### src/gcn_defs.svh
`ifndef GCN_DEFS_SVH
`define GCN_DEFS_SVH

// width of one weight and of one feature value
`define GCN_DATA_W 8

// column accumulator width
// 24 rows of 8x8 signed products fit with plenty of headroom
`define GCN_ACC_W 24

// weight rows, also the range of a feature index
`define GCN_W_ROWS 24

// weight columns, one column memory each
`define GCN_W_COLS 4

`endif

### src/gcn_pkg.sv
`default_nettype none

`include "gcn_defs.svh"

package gcn_pkg;

  // signed data words
  typedef logic signed [`GCN_DATA_W-1:0] weight_t;
  typedef logic signed [`GCN_DATA_W-1:0] feat_val_t;
  typedef logic signed [`GCN_ACC_W-1:0]  acc_t;

  // index and address widths
  typedef logic [$clog2(`GCN_W_ROWS)-1:0]              row_idx_t;
  typedef logic [$clog2(`GCN_W_COLS)-1:0]              col_idx_t;
  typedef logic [$clog2(`GCN_W_ROWS*`GCN_W_COLS)-1:0] src_addr_t;

  // one entry of a sparse feature row
  typedef struct packed {
    row_idx_t  index;
    feat_val_t value;
    logic      last;
  } feat_entry_t;

  // sums[c] is the result for column c
  typedef struct packed {
    acc_t [`GCN_W_COLS-1:0] sums;
  } out_row_t;

endpackage

`default_nettype wire

### src/gcn_weight_top.sv
`default_nettype none

`include "gcn_defs.svh"

module gcn_weight_top
  import gcn_pkg::*;
(
  input  wire          clk,
  input  wire          rst_n,

  input  logic         src_wr_en,
  input  src_addr_t    src_wr_addr,
  input  weight_t      src_wr_data,

  input  logic         w_valid,
  output logic         w_ready,

  input  logic         feat_valid,
  input  feat_entry_t  feat_entry,

  output logic         out_valid,
  output out_row_t     out_row
);

  src_addr_t                   src_rd_addr;
  weight_t                     src_rd_data;
  row_idx_t                    col_rd_idx;
  weight_t [`GCN_W_COLS-1:0]   col_weights;

  // row-major source weights, registered read
  weight_bram #(
    .DEPTH      (`GCN_W_ROWS * `GCN_W_COLS),
    .ADDR_W     ($bits(src_addr_t)),
    .RD_LATENCY (1)
  ) src_mem_i (
    .clk     (clk),
    .rst_n   (rst_n),
    .wr_en   (src_wr_en),
    .wr_addr (src_wr_addr),
    .wr_data (src_wr_data),
    .rd_addr (src_rd_addr),
    .rd_data (src_rd_data)
  );

  // the source memory reads every cycle, the enable only tracks requests
  weight_loader loader_i (
    .clk         (clk),
    .rst_n       (rst_n),
    .w_valid     (w_valid),
    .w_ready     (w_ready),
    .src_rd_en   (),
    .src_rd_addr (src_rd_addr),
    .src_rd_data (src_rd_data),
    .col_rd_idx  (col_rd_idx),
    .col_weights (col_weights)
  );

  sparse_row_matmul matmul_i (
    .clk           (clk),
    .rst_n         (rst_n),
    .weights_ready (w_ready),
    .feat_valid    (feat_valid),
    .feat_entry    (feat_entry),
    .col_rd_idx    (col_rd_idx),
    .col_weights   (col_weights),
    .out_valid     (out_valid),
    .out_row       (out_row)
  );

endmodule

`default_nettype wire

### src/sparse_row_matmul.sv
`default_nettype none

`include "gcn_defs.svh"

module sparse_row_matmul
  import gcn_pkg::*;
(
  input  wire                           clk,
  input  wire                           rst_n,

  input  logic                          weights_ready,

  input  logic                          feat_valid,
  input  feat_entry_t                   feat_entry,

  output row_idx_t                      col_rd_idx,
  input  weight_t [`GCN_W_COLS-1:0]     col_weights,

  output logic                          out_valid,
  output out_row_t                      out_row
);

  localparam int PROD_W = 2 * `GCN_DATA_W;

  // running column sums for the row being accumulated
  acc_t [`GCN_W_COLS-1:0]        acc;
  // sums including the product of the current entry
  acc_t [`GCN_W_COLS-1:0]        acc_next;
  logic signed [PROD_W-1:0]      prod [`GCN_W_COLS];

  // all column memories are read at the entry index in the same cycle
  assign col_rd_idx = feat_entry.index;

  always_comb begin
    for (int c = 0; c < `GCN_W_COLS; c++) begin
      prod[c]     = feat_entry.value * col_weights[c];
      // signed add, the product is sign-extended to the accumulator width
      acc_next[c] = acc[c] + prod[c];
    end
  end

  // accumulators, cleared on the entry that closes a row
  always_ff @(posedge clk) begin
    if (!rst_n) begin
      acc <= '0;
    end else if (feat_valid) begin
      if (feat_entry.last) begin
        acc <= '0;
      end else begin
        acc <= acc_next;
      end
    end
  end

  // result strobe, high for exactly one cycle per row
  always_ff @(posedge clk) begin
    if (!rst_n) begin
      out_valid <= 1'b0;
    end else begin
      out_valid <= feat_valid && feat_entry.last;
    end
  end

  // held until the next row closes
  always_ff @(posedge clk) begin
    if (feat_valid && feat_entry.last) begin
      out_row.sums <= acc_next;
    end
  end

  // features may only stream in once the column memories are loaded
  a_feat_after_load: assert property (
    @(posedge clk) disable iff (!rst_n)
    feat_valid |-> weights_ready
  );

endmodule

`default_nettype wire

### src/weight_bram.sv
`default_nettype none

module weight_bram
  import gcn_pkg::*;
#(
  parameter int DEPTH      = 16,
  parameter int ADDR_W     = 4,
  parameter int RD_LATENCY = 1
) (
  input  wire               clk,
  input  wire               rst_n,
  input  logic              wr_en,
  input  logic [ADDR_W-1:0] wr_addr,
  input  weight_t           wr_data,
  input  logic [ADDR_W-1:0] rd_addr,
  output weight_t           rd_data
);

  weight_t mem [DEPTH];

  always_ff @(posedge clk) begin
    if (wr_en) begin
      mem[wr_addr] <= wr_data;
    end
  end

  generate
    if (RD_LATENCY == 0) begin : g_rd_comb
      // asynchronous read, data follows the address in the same cycle
      assign rd_data = mem[rd_addr];
    end else begin : g_rd_reg
      always_ff @(posedge clk) begin
        rd_data <= mem[rd_addr];
      end
    end
  endgenerate

  // writes must stay inside the array
  a_wr_in_range: assert property (
    @(posedge clk) disable iff (!rst_n)
    wr_en |-> (wr_addr < DEPTH)
  );

endmodule

`default_nettype wire

### src/weight_loader.sv
`default_nettype none

`include "gcn_defs.svh"

module weight_loader
  import gcn_pkg::*;
(
  input  wire                           clk,
  input  wire                           rst_n,

  input  logic                          w_valid,
  output logic                          w_ready,

  output logic                          src_rd_en,
  output src_addr_t                     src_rd_addr,
  input  weight_t                       src_rd_data,

  input  row_idx_t                      col_rd_idx,
  output weight_t [`GCN_W_COLS-1:0]     col_weights
);

  localparam int unsigned N_ELEM = `GCN_W_ROWS * `GCN_W_COLS;
  localparam int          SRC_W  = $bits(src_addr_t);
  localparam int          ROW_W  = $bits(row_idx_t);

  // one spare bit so the counter can park at N_ELEM
  logic [SRC_W:0]              rd_cnt;
  logic                        rd_pending;
  row_idx_t                    wr_row;
  col_idx_t                    wr_col;
  logic [`GCN_W_COLS-1:0]      col_wr_en;
  logic                        last_wr;

  // read side of the copy, the parked counter ends the reads
  assign src_rd_en   = w_valid && (rd_cnt < N_ELEM);
  assign src_rd_addr = rd_cnt[SRC_W-1:0];

  always_ff @(posedge clk) begin
    if (!rst_n) begin
      rd_cnt     <= '0;
      rd_pending <= 1'b0;
    end else begin
      rd_pending <= src_rd_en;
      if (src_rd_en) begin
        rd_cnt <= rd_cnt + 1'b1;
      end
    end
  end

  // write side, data arrives one cycle after each issued read
  assign last_wr = rd_pending &&
                   (wr_row == row_idx_t'(`GCN_W_ROWS - 1)) &&
                   (wr_col == col_idx_t'(`GCN_W_COLS - 1));

  always_ff @(posedge clk) begin
    if (!rst_n) begin
      wr_row <= '0;
      wr_col <= '0;
    end else if (rd_pending) begin
      if (wr_col == col_idx_t'(`GCN_W_COLS - 1)) begin
        wr_col <= '0;
        // wrap the row after the final element
        wr_row <= last_wr ? '0 : wr_row + 1'b1;
      end else begin
        wr_col <= wr_col + 1'b1;
      end
    end
  end

  always_ff @(posedge clk) begin
    if (!rst_n) begin
      w_ready <= 1'b0;
    end else if (last_wr) begin
      // sticky until the next reset
      w_ready <= 1'b1;
    end
  end

  // one column memory per output column
  genvar c;
  generate
    for (c = 0; c < `GCN_W_COLS; c++) begin : g_col
      assign col_wr_en[c] = rd_pending && (wr_col == col_idx_t'(c));

      weight_bram #(
        .DEPTH      (`GCN_W_ROWS),
        .ADDR_W     (ROW_W),
        .RD_LATENCY (0)
      ) col_mem_i (
        .clk     (clk),
        .rst_n   (rst_n),
        .wr_en   (col_wr_en[c]),
        .wr_addr (wr_row),
        .wr_data (src_rd_data),
        .rd_addr (col_rd_idx),
        .rd_data (col_weights[c])
      );
    end
  endgenerate

  // the copy is one-shot per reset
  a_no_read_after_ready: assert property (
    @(posedge clk) disable iff (!rst_n)
    w_ready |-> !src_rd_en
  );

  // returning data lands at the row and column of the address that was read
  a_col_in_range: assert property (
    @(posedge clk) disable iff (!rst_n)
    rd_pending |->
      (int'(wr_row) * `GCN_W_COLS + int'(wr_col) == int'(rd_cnt) - 1)
  );

endmodule

`default_nettype wire
### config.mk
export PLATFORM = sky130hd
export DESIGN_NAME = gcn_weight_top
export DESIGN_NICKNAME = d
export VERILOG_FILES = /design/src/gcn_pkg.sv /design/src/gcn_weight_top.sv /design/src/sparse_row_matmul.sv /design/src/weight_bram.sv /design/src/weight_loader.sv
export VERILOG_INCLUDE_DIRS = /design/src
export SDC_FILE = /design/constraint.sdc
export NUM_CORES = 2
export LEC_CHECK = 0
export BUFFER_PORTS_ARGS = -buffer_cell sky130_fd_sc_hd__clkbuf_2
export CELL_PAD_IN_SITES_DETAIL_PLACEMENT = 2
export CELL_PAD_IN_SITES_GLOBAL_PLACEMENT = 2
export CORE_MARGIN = 1
export CORE_UTILIZATION = 44
export DETAILED_ROUTE_END_ITERATION = 8
export GPL_TIMING_DRIVEN = 0
export PLACE_DENSITY = 0.81
export SYNTH_ARGS = -nofsm -noshare
export SYNTH_HDL_FRONTEND = slang
export SYNTH_SLANG_ARGS = --single-unit
export TNS_END_PERCENT = 30
### constraint.sdc
create_clock -name clk -period 7.1 [get_ports clk]
set_clock_uncertainty 0.05 [all_clocks]
set_input_delay 0 -clock clk [delete_from_list [all_inputs] [get_ports clk]]
set_output_delay 0 -clock clk [all_outputs]
set_load 0.02 [all_outputs]
* Word-level counts from Yosys, hierarchy flattened
Memories as Yosys holds them, arrays and structs flattened. A register that Yosys moved wholly into a read port is not among the register bits.
Cells that the tools add are included.
Widths: inputs -> output; s select.
** Word-level totals
- Output and inout bits :: 98
- Flip-flop bits (word level) :: 210
- Bits of input ports :: 34
- Memories :: 5
- Word-level logic and storage cells :: 58
- Bits in writable memories :: 1536
** Operators by class
- Mux-type cells :: 13
- Equal/unequal tests :: 4
- $add $sub $neg :: 7
- Multipliers :: 4
- Reduce and logical (&&, ||, !) cells :: 10
- Magnitude comparators :: 1
** Memories
- src_mem_i.mem :: words 96, width 8, read ports 1, clocked after Yosys merged registers in 1, write ports 1, RTL line weight_bram.sv:19 : weight_t mem [DEPTH];
- loader_i.g_col[0].col_mem_i.mem :: words 24, width 8, read ports 1, clocked after Yosys merged registers in 0, write ports 1, RTL line weight_bram.sv:19
- loader_i.g_col[1].col_mem_i.mem :: words 24, width 8, read ports 1, clocked after Yosys merged registers in 0, write ports 1, RTL line weight_bram.sv:19
- loader_i.g_col[2].col_mem_i.mem :: words 24, width 8, read ports 1, clocked after Yosys merged registers in 0, write ports 1, RTL line weight_bram.sv:19
- loader_i.g_col[3].col_mem_i.mem :: words 24, width 8, read ports 1, clocked after Yosys merged registers in 0, write ports 1, RTL line weight_bram.sv:19
** Operators by type and width (count)
- $add 24x16->24 :: 4
- $mux 96 :: 1
- $mul 8x8->16 :: 4
- $mux 1 :: 10
- $add 8x1->8 const B :: 1
- $logic_and 1x1->1 :: 8
- $lt 8x7->1 const B :: 1
- $add 5x1->5 const B :: 1
- $eq 5x5->1 const B :: 1
- $mux 5 :: 1
- $eq 2x2->1 const B :: 2
- $add 2x1->2 const B :: 1
- $eq 2x1->1 const B :: 1
- $logic_not 2->1 :: 1
- $mux 2 :: 1
- $reduce_and 2->1 :: 1

* Logic depth before layout (Yosys ltp)
- Word-level depth :: 4
- Gate-level depth with buffers :: 28
- Mapped depth without buffers :: 24

* Hierarchy
From an unflattened synthesis, not the netlist that was laid out.
** Second synthesis, totals
- Cells, all modules :: 5190
- Area, all modules :: 84183.2 sq um
** Modules (own cells, without submodules)
- weight_bram at loader_i.g_col[0].col_mem_i ... :: area an instance 7559.8 sq um, cells an instance 375, times used 4
- weight_bram at src_mem_i :: area an instance 30067.6 sq um, cells an instance 1437, times used 1
- sparse_row_matmul :: area an instance 22973.3 sq um, cells an instance 2154, times used 1
- weight_loader :: area an instance 903.4 sq um, cells an instance 99, times used 1

* Worst setup path after synthesis
No wires, ideal clock.
- Kind :: input to register
- Start :: in feat_entry[9] (netlist bit)
- End :: reg matmul_i.acc[94] (netlist bit)
- Arrival :: 6.779 ns
- Data required time :: 6.933 ns
- Slack :: 0.154 ns
- Cell stages on the path :: 25
- Cell sequence :: buf_6 -> buf_12 -> buf_6 -> buf_6 -> buf_4 -> mux4_2 -> mux2i_1 -> a21oi_2 -> and2_1 -> inv_1 -> fa_1 -> inv_1 -> fa_1 -> fa_1 -> fa_1 -> fa_1 -> ha_1 -> o21a_1 -> o31a_1 -> o31a_1 -> a31o_2 -> a2111oi_0 -> o21bai_1 -> xor2_1 -> a22o_1
** RTL lines
- start: declaration :: RTL line gcn_weight_top.sv:19 : input feat_entry_t feat_entry,
- end signal: assignment :: RTL line sparse_row_matmul.sv:50 : acc <= acc_next;
- end: declaration :: RTL line sparse_row_matmul.sv:26 : acc_t [`GCN_W_COLS-1:0] acc;

==> parameters.txt <==
Parameter                              Value

Status
  Status ... complete, but fails checks
  Violated checks ... DRC, capacitance limit, setup timing

Setup path
  CP cell instances ... mux4_2 > mux4_2 > nor2_2 > a21oi_2 > nand2_1 > fa_1 > inv_1 > fa_1 > inv_1 > fa_1 > inv_1 > fa_1 > ha_1 > ha_1 > a211oi_1 > o21bai_2 > a2111oi_4 > o21ai_2 > a31oi_2 > o21bai_2 > a21oi_1 > xnor2_1
  Category of the critical setup timing path ... reg -> reg
  Critical Path Source Type ... register
  Critical path buffers and inverters ... 3
  Dominant delay contributor by cell family on the critical path ... adder cells
  Highest fanout seen on the critical path ... 8
  Most used cell along the critical path ... sky130_fd_sc_hd__fa_1
  Startpoint of the worst-slack reg-to-reg timing path ... loader_i.g_col[0].col_mem_i.mem[11][1]$_DFFE_PP_
  Worst path arrival time ... about 7.7 ns
  Critical Path End Type ... register
  Crit path from ... loader_i.g_col[0].col_mem_i.mem[11][1]$_DFFE_PP_
  Worst R2R Setup Slack ... -0.14 ns
  Critical-path cell with the highest stage delay ... sky130_fd_sc_hd__mux4_2
  Critical Path Max Stage Delay ... 0.65 ns
  Req. time, crit path ... approximately 7.6 ns

Cells and area
  Filler cells ... 16800
  Layout cell share with drive strength beyond 1 ... 0.217
  Total number of nets in the final design ... 5820
  Post-Layout Cell Count ... 7798
  Final Instance Area ... 94800 um2
  Post-synthesis to final-layout area growth ... 13.9%

Clock tree
  Number of sinks driven by the clock tree ... 1754
  Worst-case clock buffer depth ... 3
  Cell at the root of the clock tree ... sky130_fd_sc_hd__clkbuf_16
  Latest clock arrival within the worst-skew pair ... around 0.88 ns
  Maximum level of the CTS H-tree ... 4
  TritonCTS buffer count ... 185
  Clock tree from TritonCTS ... yes
  Clk pin slew, worst setup/hold paths ... about 0.070 ns

Min path
  Origin of the worst min-delay path ... src_wr_data[1]
  Hold Crit Class ... in -> reg

Detailed routing
  Number of antenna-violating nets in the routed design ... 0
  Wire length after detailed routing ... 306000 um
  Drt first pass iters ... 8
  DRC errors left ... 38
  Number of design-rule violations left by the first detailed-router iteration ... 5363
  Per-cell via count in the routed design ... 6.28
  Wire per inst ... around 39 um
  Total via count in the routed design ... around 49000

Synthesis
  Dominant cells by area after synthesis ... sky130_fd_sc_hd__edfxtp_1 (59%), sky130_fd_sc_hd__mux4_2 (12%), sky130_fd_sc_hd__fa_1 (10%)
  Main flop type after synthesis ... sky130_fd_sc_hd__edfxtp_1
  Post-Syn Instances ... 4721
  Post-synth top area cell ... sky130_fd_sc_hd__edfxtp_1
  Mapped Area ... 83200 um2
  Most common cell in the netlist ... sky130_fd_sc_hd__edfxtp_1
  Cell variety after synth ... 68
  Post-synthesis sequential element count ... 1754
  EDFF count, synth ... 1632
  Async SR Flop Fraction ... 0
  Avg Inst Size Synth ... 17.6 um2
  Most frequent cells after synthesis ... sky130_fd_sc_hd__edfxtp_1 (1632), sky130_fd_sc_hd__mux4_2 (456), sky130_fd_sc_hd__fa_1 (416)
  Warnings from Yosys ... 0
  Sequential element share of the synthesized area ... 0.618
  Post-synth top area share ... 0.589
  Post-synth net total ... 5396

Floorplan
  Row Count ... 159
  Core box area ... 188000 um2
  Horizontal die dimension ... roughly 440 um
  Full die area ... 191000 um2
  Initial core utilization ... 0.443
  Die span in y ... 437 um
  I/O pin count ... approximately 130

STA
  Final-report max-slew violation count ... 0
  Worst-margin pin slew ... 1.49 ns
  Highest achievable clock rate ... between 100 and 150 MHz
  Part of the cycle the worst path needs ... 1.02
  Relative slew slack ... 0.00934
  Worst hold-check slack ... 0.0810 ns
  Final Worst Setup Slack ... -0.139 ns
  Setup violation total in the final timing report ... 8
  Min cycle time layout ... roughly 7.2 ns
  Final-report hold violation count ... 0
  Unrepaired setup endpoints after global routing ... true

Placed design
  PortBufs ... 123
  Final weighted congestion of routability-driven global placement ... 0.841
  Area after DPL ... between 80000 and 90000 um2
  Post-detail-place hpwl ... 196000 um
  Cell Count Post-Placement ... roughly 7400

Pwr
  Lkg Pwr ... between 0.03 and 0.04 uW
  Worst IR drop on VDD ... 368 uV
  PwrDens ... 470 nW/um2
  Post-layout power ... 44600 uW

Global route
  Number of antenna violations at the first check in global routing ... 9
  Via count of the first global-routing pass ... 53400
  Total grt overflow ... 0
  Pin count of the biggest net entering global routing ... between 90 and 100
  Wire length of the first global-routing pass ... 422000 um
  Total routing resource utilization after global routing ... 0.316

Flow run
  Max-capacitance violation count ... 3
[cells by family after synthesis]
| group | after synthesis | synth area share |
|---|---|---|
| multiplexers | 525 | 0.133 |
| AO/OA/AOI/OAI | 338 | 0.0285 |
| buffers and inverters | 563 | 0.0279 |
| XOR/XNOR | 105 | 0.0111 |
| AND/OR/NAND/NOR | 795 | 0.0470 |
| adder cells (fa/ha/maj) | 641 | 0.134 |
| flip-flops | 1754 | 0.618 |
[cell usage in the layout, fill, tap and decap left out, types with 38 or more instances in the layout]
cell                        instances
sky130_fd_sc_hd__clkbuf_16        186
sky130_fd_sc_hd__mux4_2           459
sky130_fd_sc_hd__clkinv_1          49
sky130_fd_sc_hd__mux2i_1           61
sky130_fd_sc_hd__nor2_1           262
sky130_fd_sc_hd__buf_4             82
sky130_fd_sc_hd__nor2b_1          189
sky130_fd_sc_hd__a21oi_1           66
sky130_fd_sc_hd__ha_1             215
sky130_fd_sc_hd__xnor2_1           79
sky130_fd_sc_hd__and2_1            38
sky130_fd_sc_hd__clkbuf_2         124
sky130_fd_sc_hd__buf_2             39
sky130_fd_sc_hd__a22oi_1           45
sky130_fd_sc_hd__nand2b_1          50
sky130_fd_sc_hd__nand2_1          144
sky130_fd_sc_hd__edfxtp_1        1632
sky130_fd_sc_hd__clkbuf_1         144
sky130_fd_sc_hd__inv_1            354
sky130_fd_sc_hd__fa_1             407
sky130_fd_sc_hd__dfxtp_1          114
[report_power, final]
part	total [uW]	internal, uW	switching (uW)
registers	12900	12600	295
clock network	9830	5210	4620
logic	21800	8480	13300
[state kept, by name (all words and copies together), names as in the netlist]
signal	count
loader_i.w_ready	1
matmul_i.acc	96
matmul_i.out_row	96
loader_i.wr_col	2
loader_i.wr_row	5
loader_i.g_col.col_mem_i.mem	768
loader_i.rd_cnt	8
loader_i.rd_pending	1
matmul_i.out_valid	1
src_mem_i.rd_data	8
src_mem_i.mem	768
[metal layers]
metal | part of all wire | vias up | track usage
li1 | - | 18600 | -
met1 | 0.36 | 26500 | 0.380
met2 | 0.50 | 2938 | 0.535
met3 | 0.070 | 867 | 0.0567
met4 | 0.070 | 6 | 0.183
met5 | 0.00013 | - | 0
[timing repair]
action,4_1_cts,5_1_grt
endpoints found under the hold margin,620,0
endpoints found under the setup margin,125,49
resized for setup,109,55
hold buffers,18,0
buffers inserted,36,45
pin swaps,30,37
[metrics by stage]
step	util	TNS, ns	setup slack (ns)
3_3_place_gp	0.463	-163.74	-2.18
6_report	0.505	-0.531	-0.139
4_1_cts	0.502	0	0.000268
2_1_floorplan	-	0	0.154
3_5_place_dp	0.465	-197.04	-2.39
5_1_grt	0.505	-2.50	-0.243
[path summary, 6_finish.rpt]
check / end / cells past startpoint
worst max register to register: matmul_i.out_row[23]$_DFFE_PP_ / 22
worst min register to register: matmul_i.acc[47]$_SDFFE_PN0P_ / 1
worst max-delay path: matmul_i.out_row[23]$_DFFE_PP_ / 22
worst min-delay path: src_mem_i.mem[66][1]$_DFFE_PP_ / 2
[layout make-up]
class                           count  area, um2  area share
Clock inverter                    120       1020      0.0107
Multi-Input combinational cell   2404      30100       0.317
Sequential cell                  1754      51500       0.543
Antenna cell                        3       7.51   0.0000792
Buffer                            199        980      0.0103
Inverter                          364       1380      0.0146
Clock buffer                      222       4820      0.0508
Tap cell                         2495       3120      0.0329
Timing Repair Buffer              237       1920      0.0202
[worst reg2reg max path, delay by kind of cell (launching register included)]
kind                     cells  cell delay [ns]
AO/OA/AOI/OAI                8             1.79
buffers and inverters        3             0.29
multiplexers                 2             1.20
AND/OR/NAND/NOR              2             0.59
XOR/XNOR                     1             0.09
adder cells (fa/ha/maj)      6             2.53
flip-flops                   1             0.41
(Power assumes the default switching activity.)
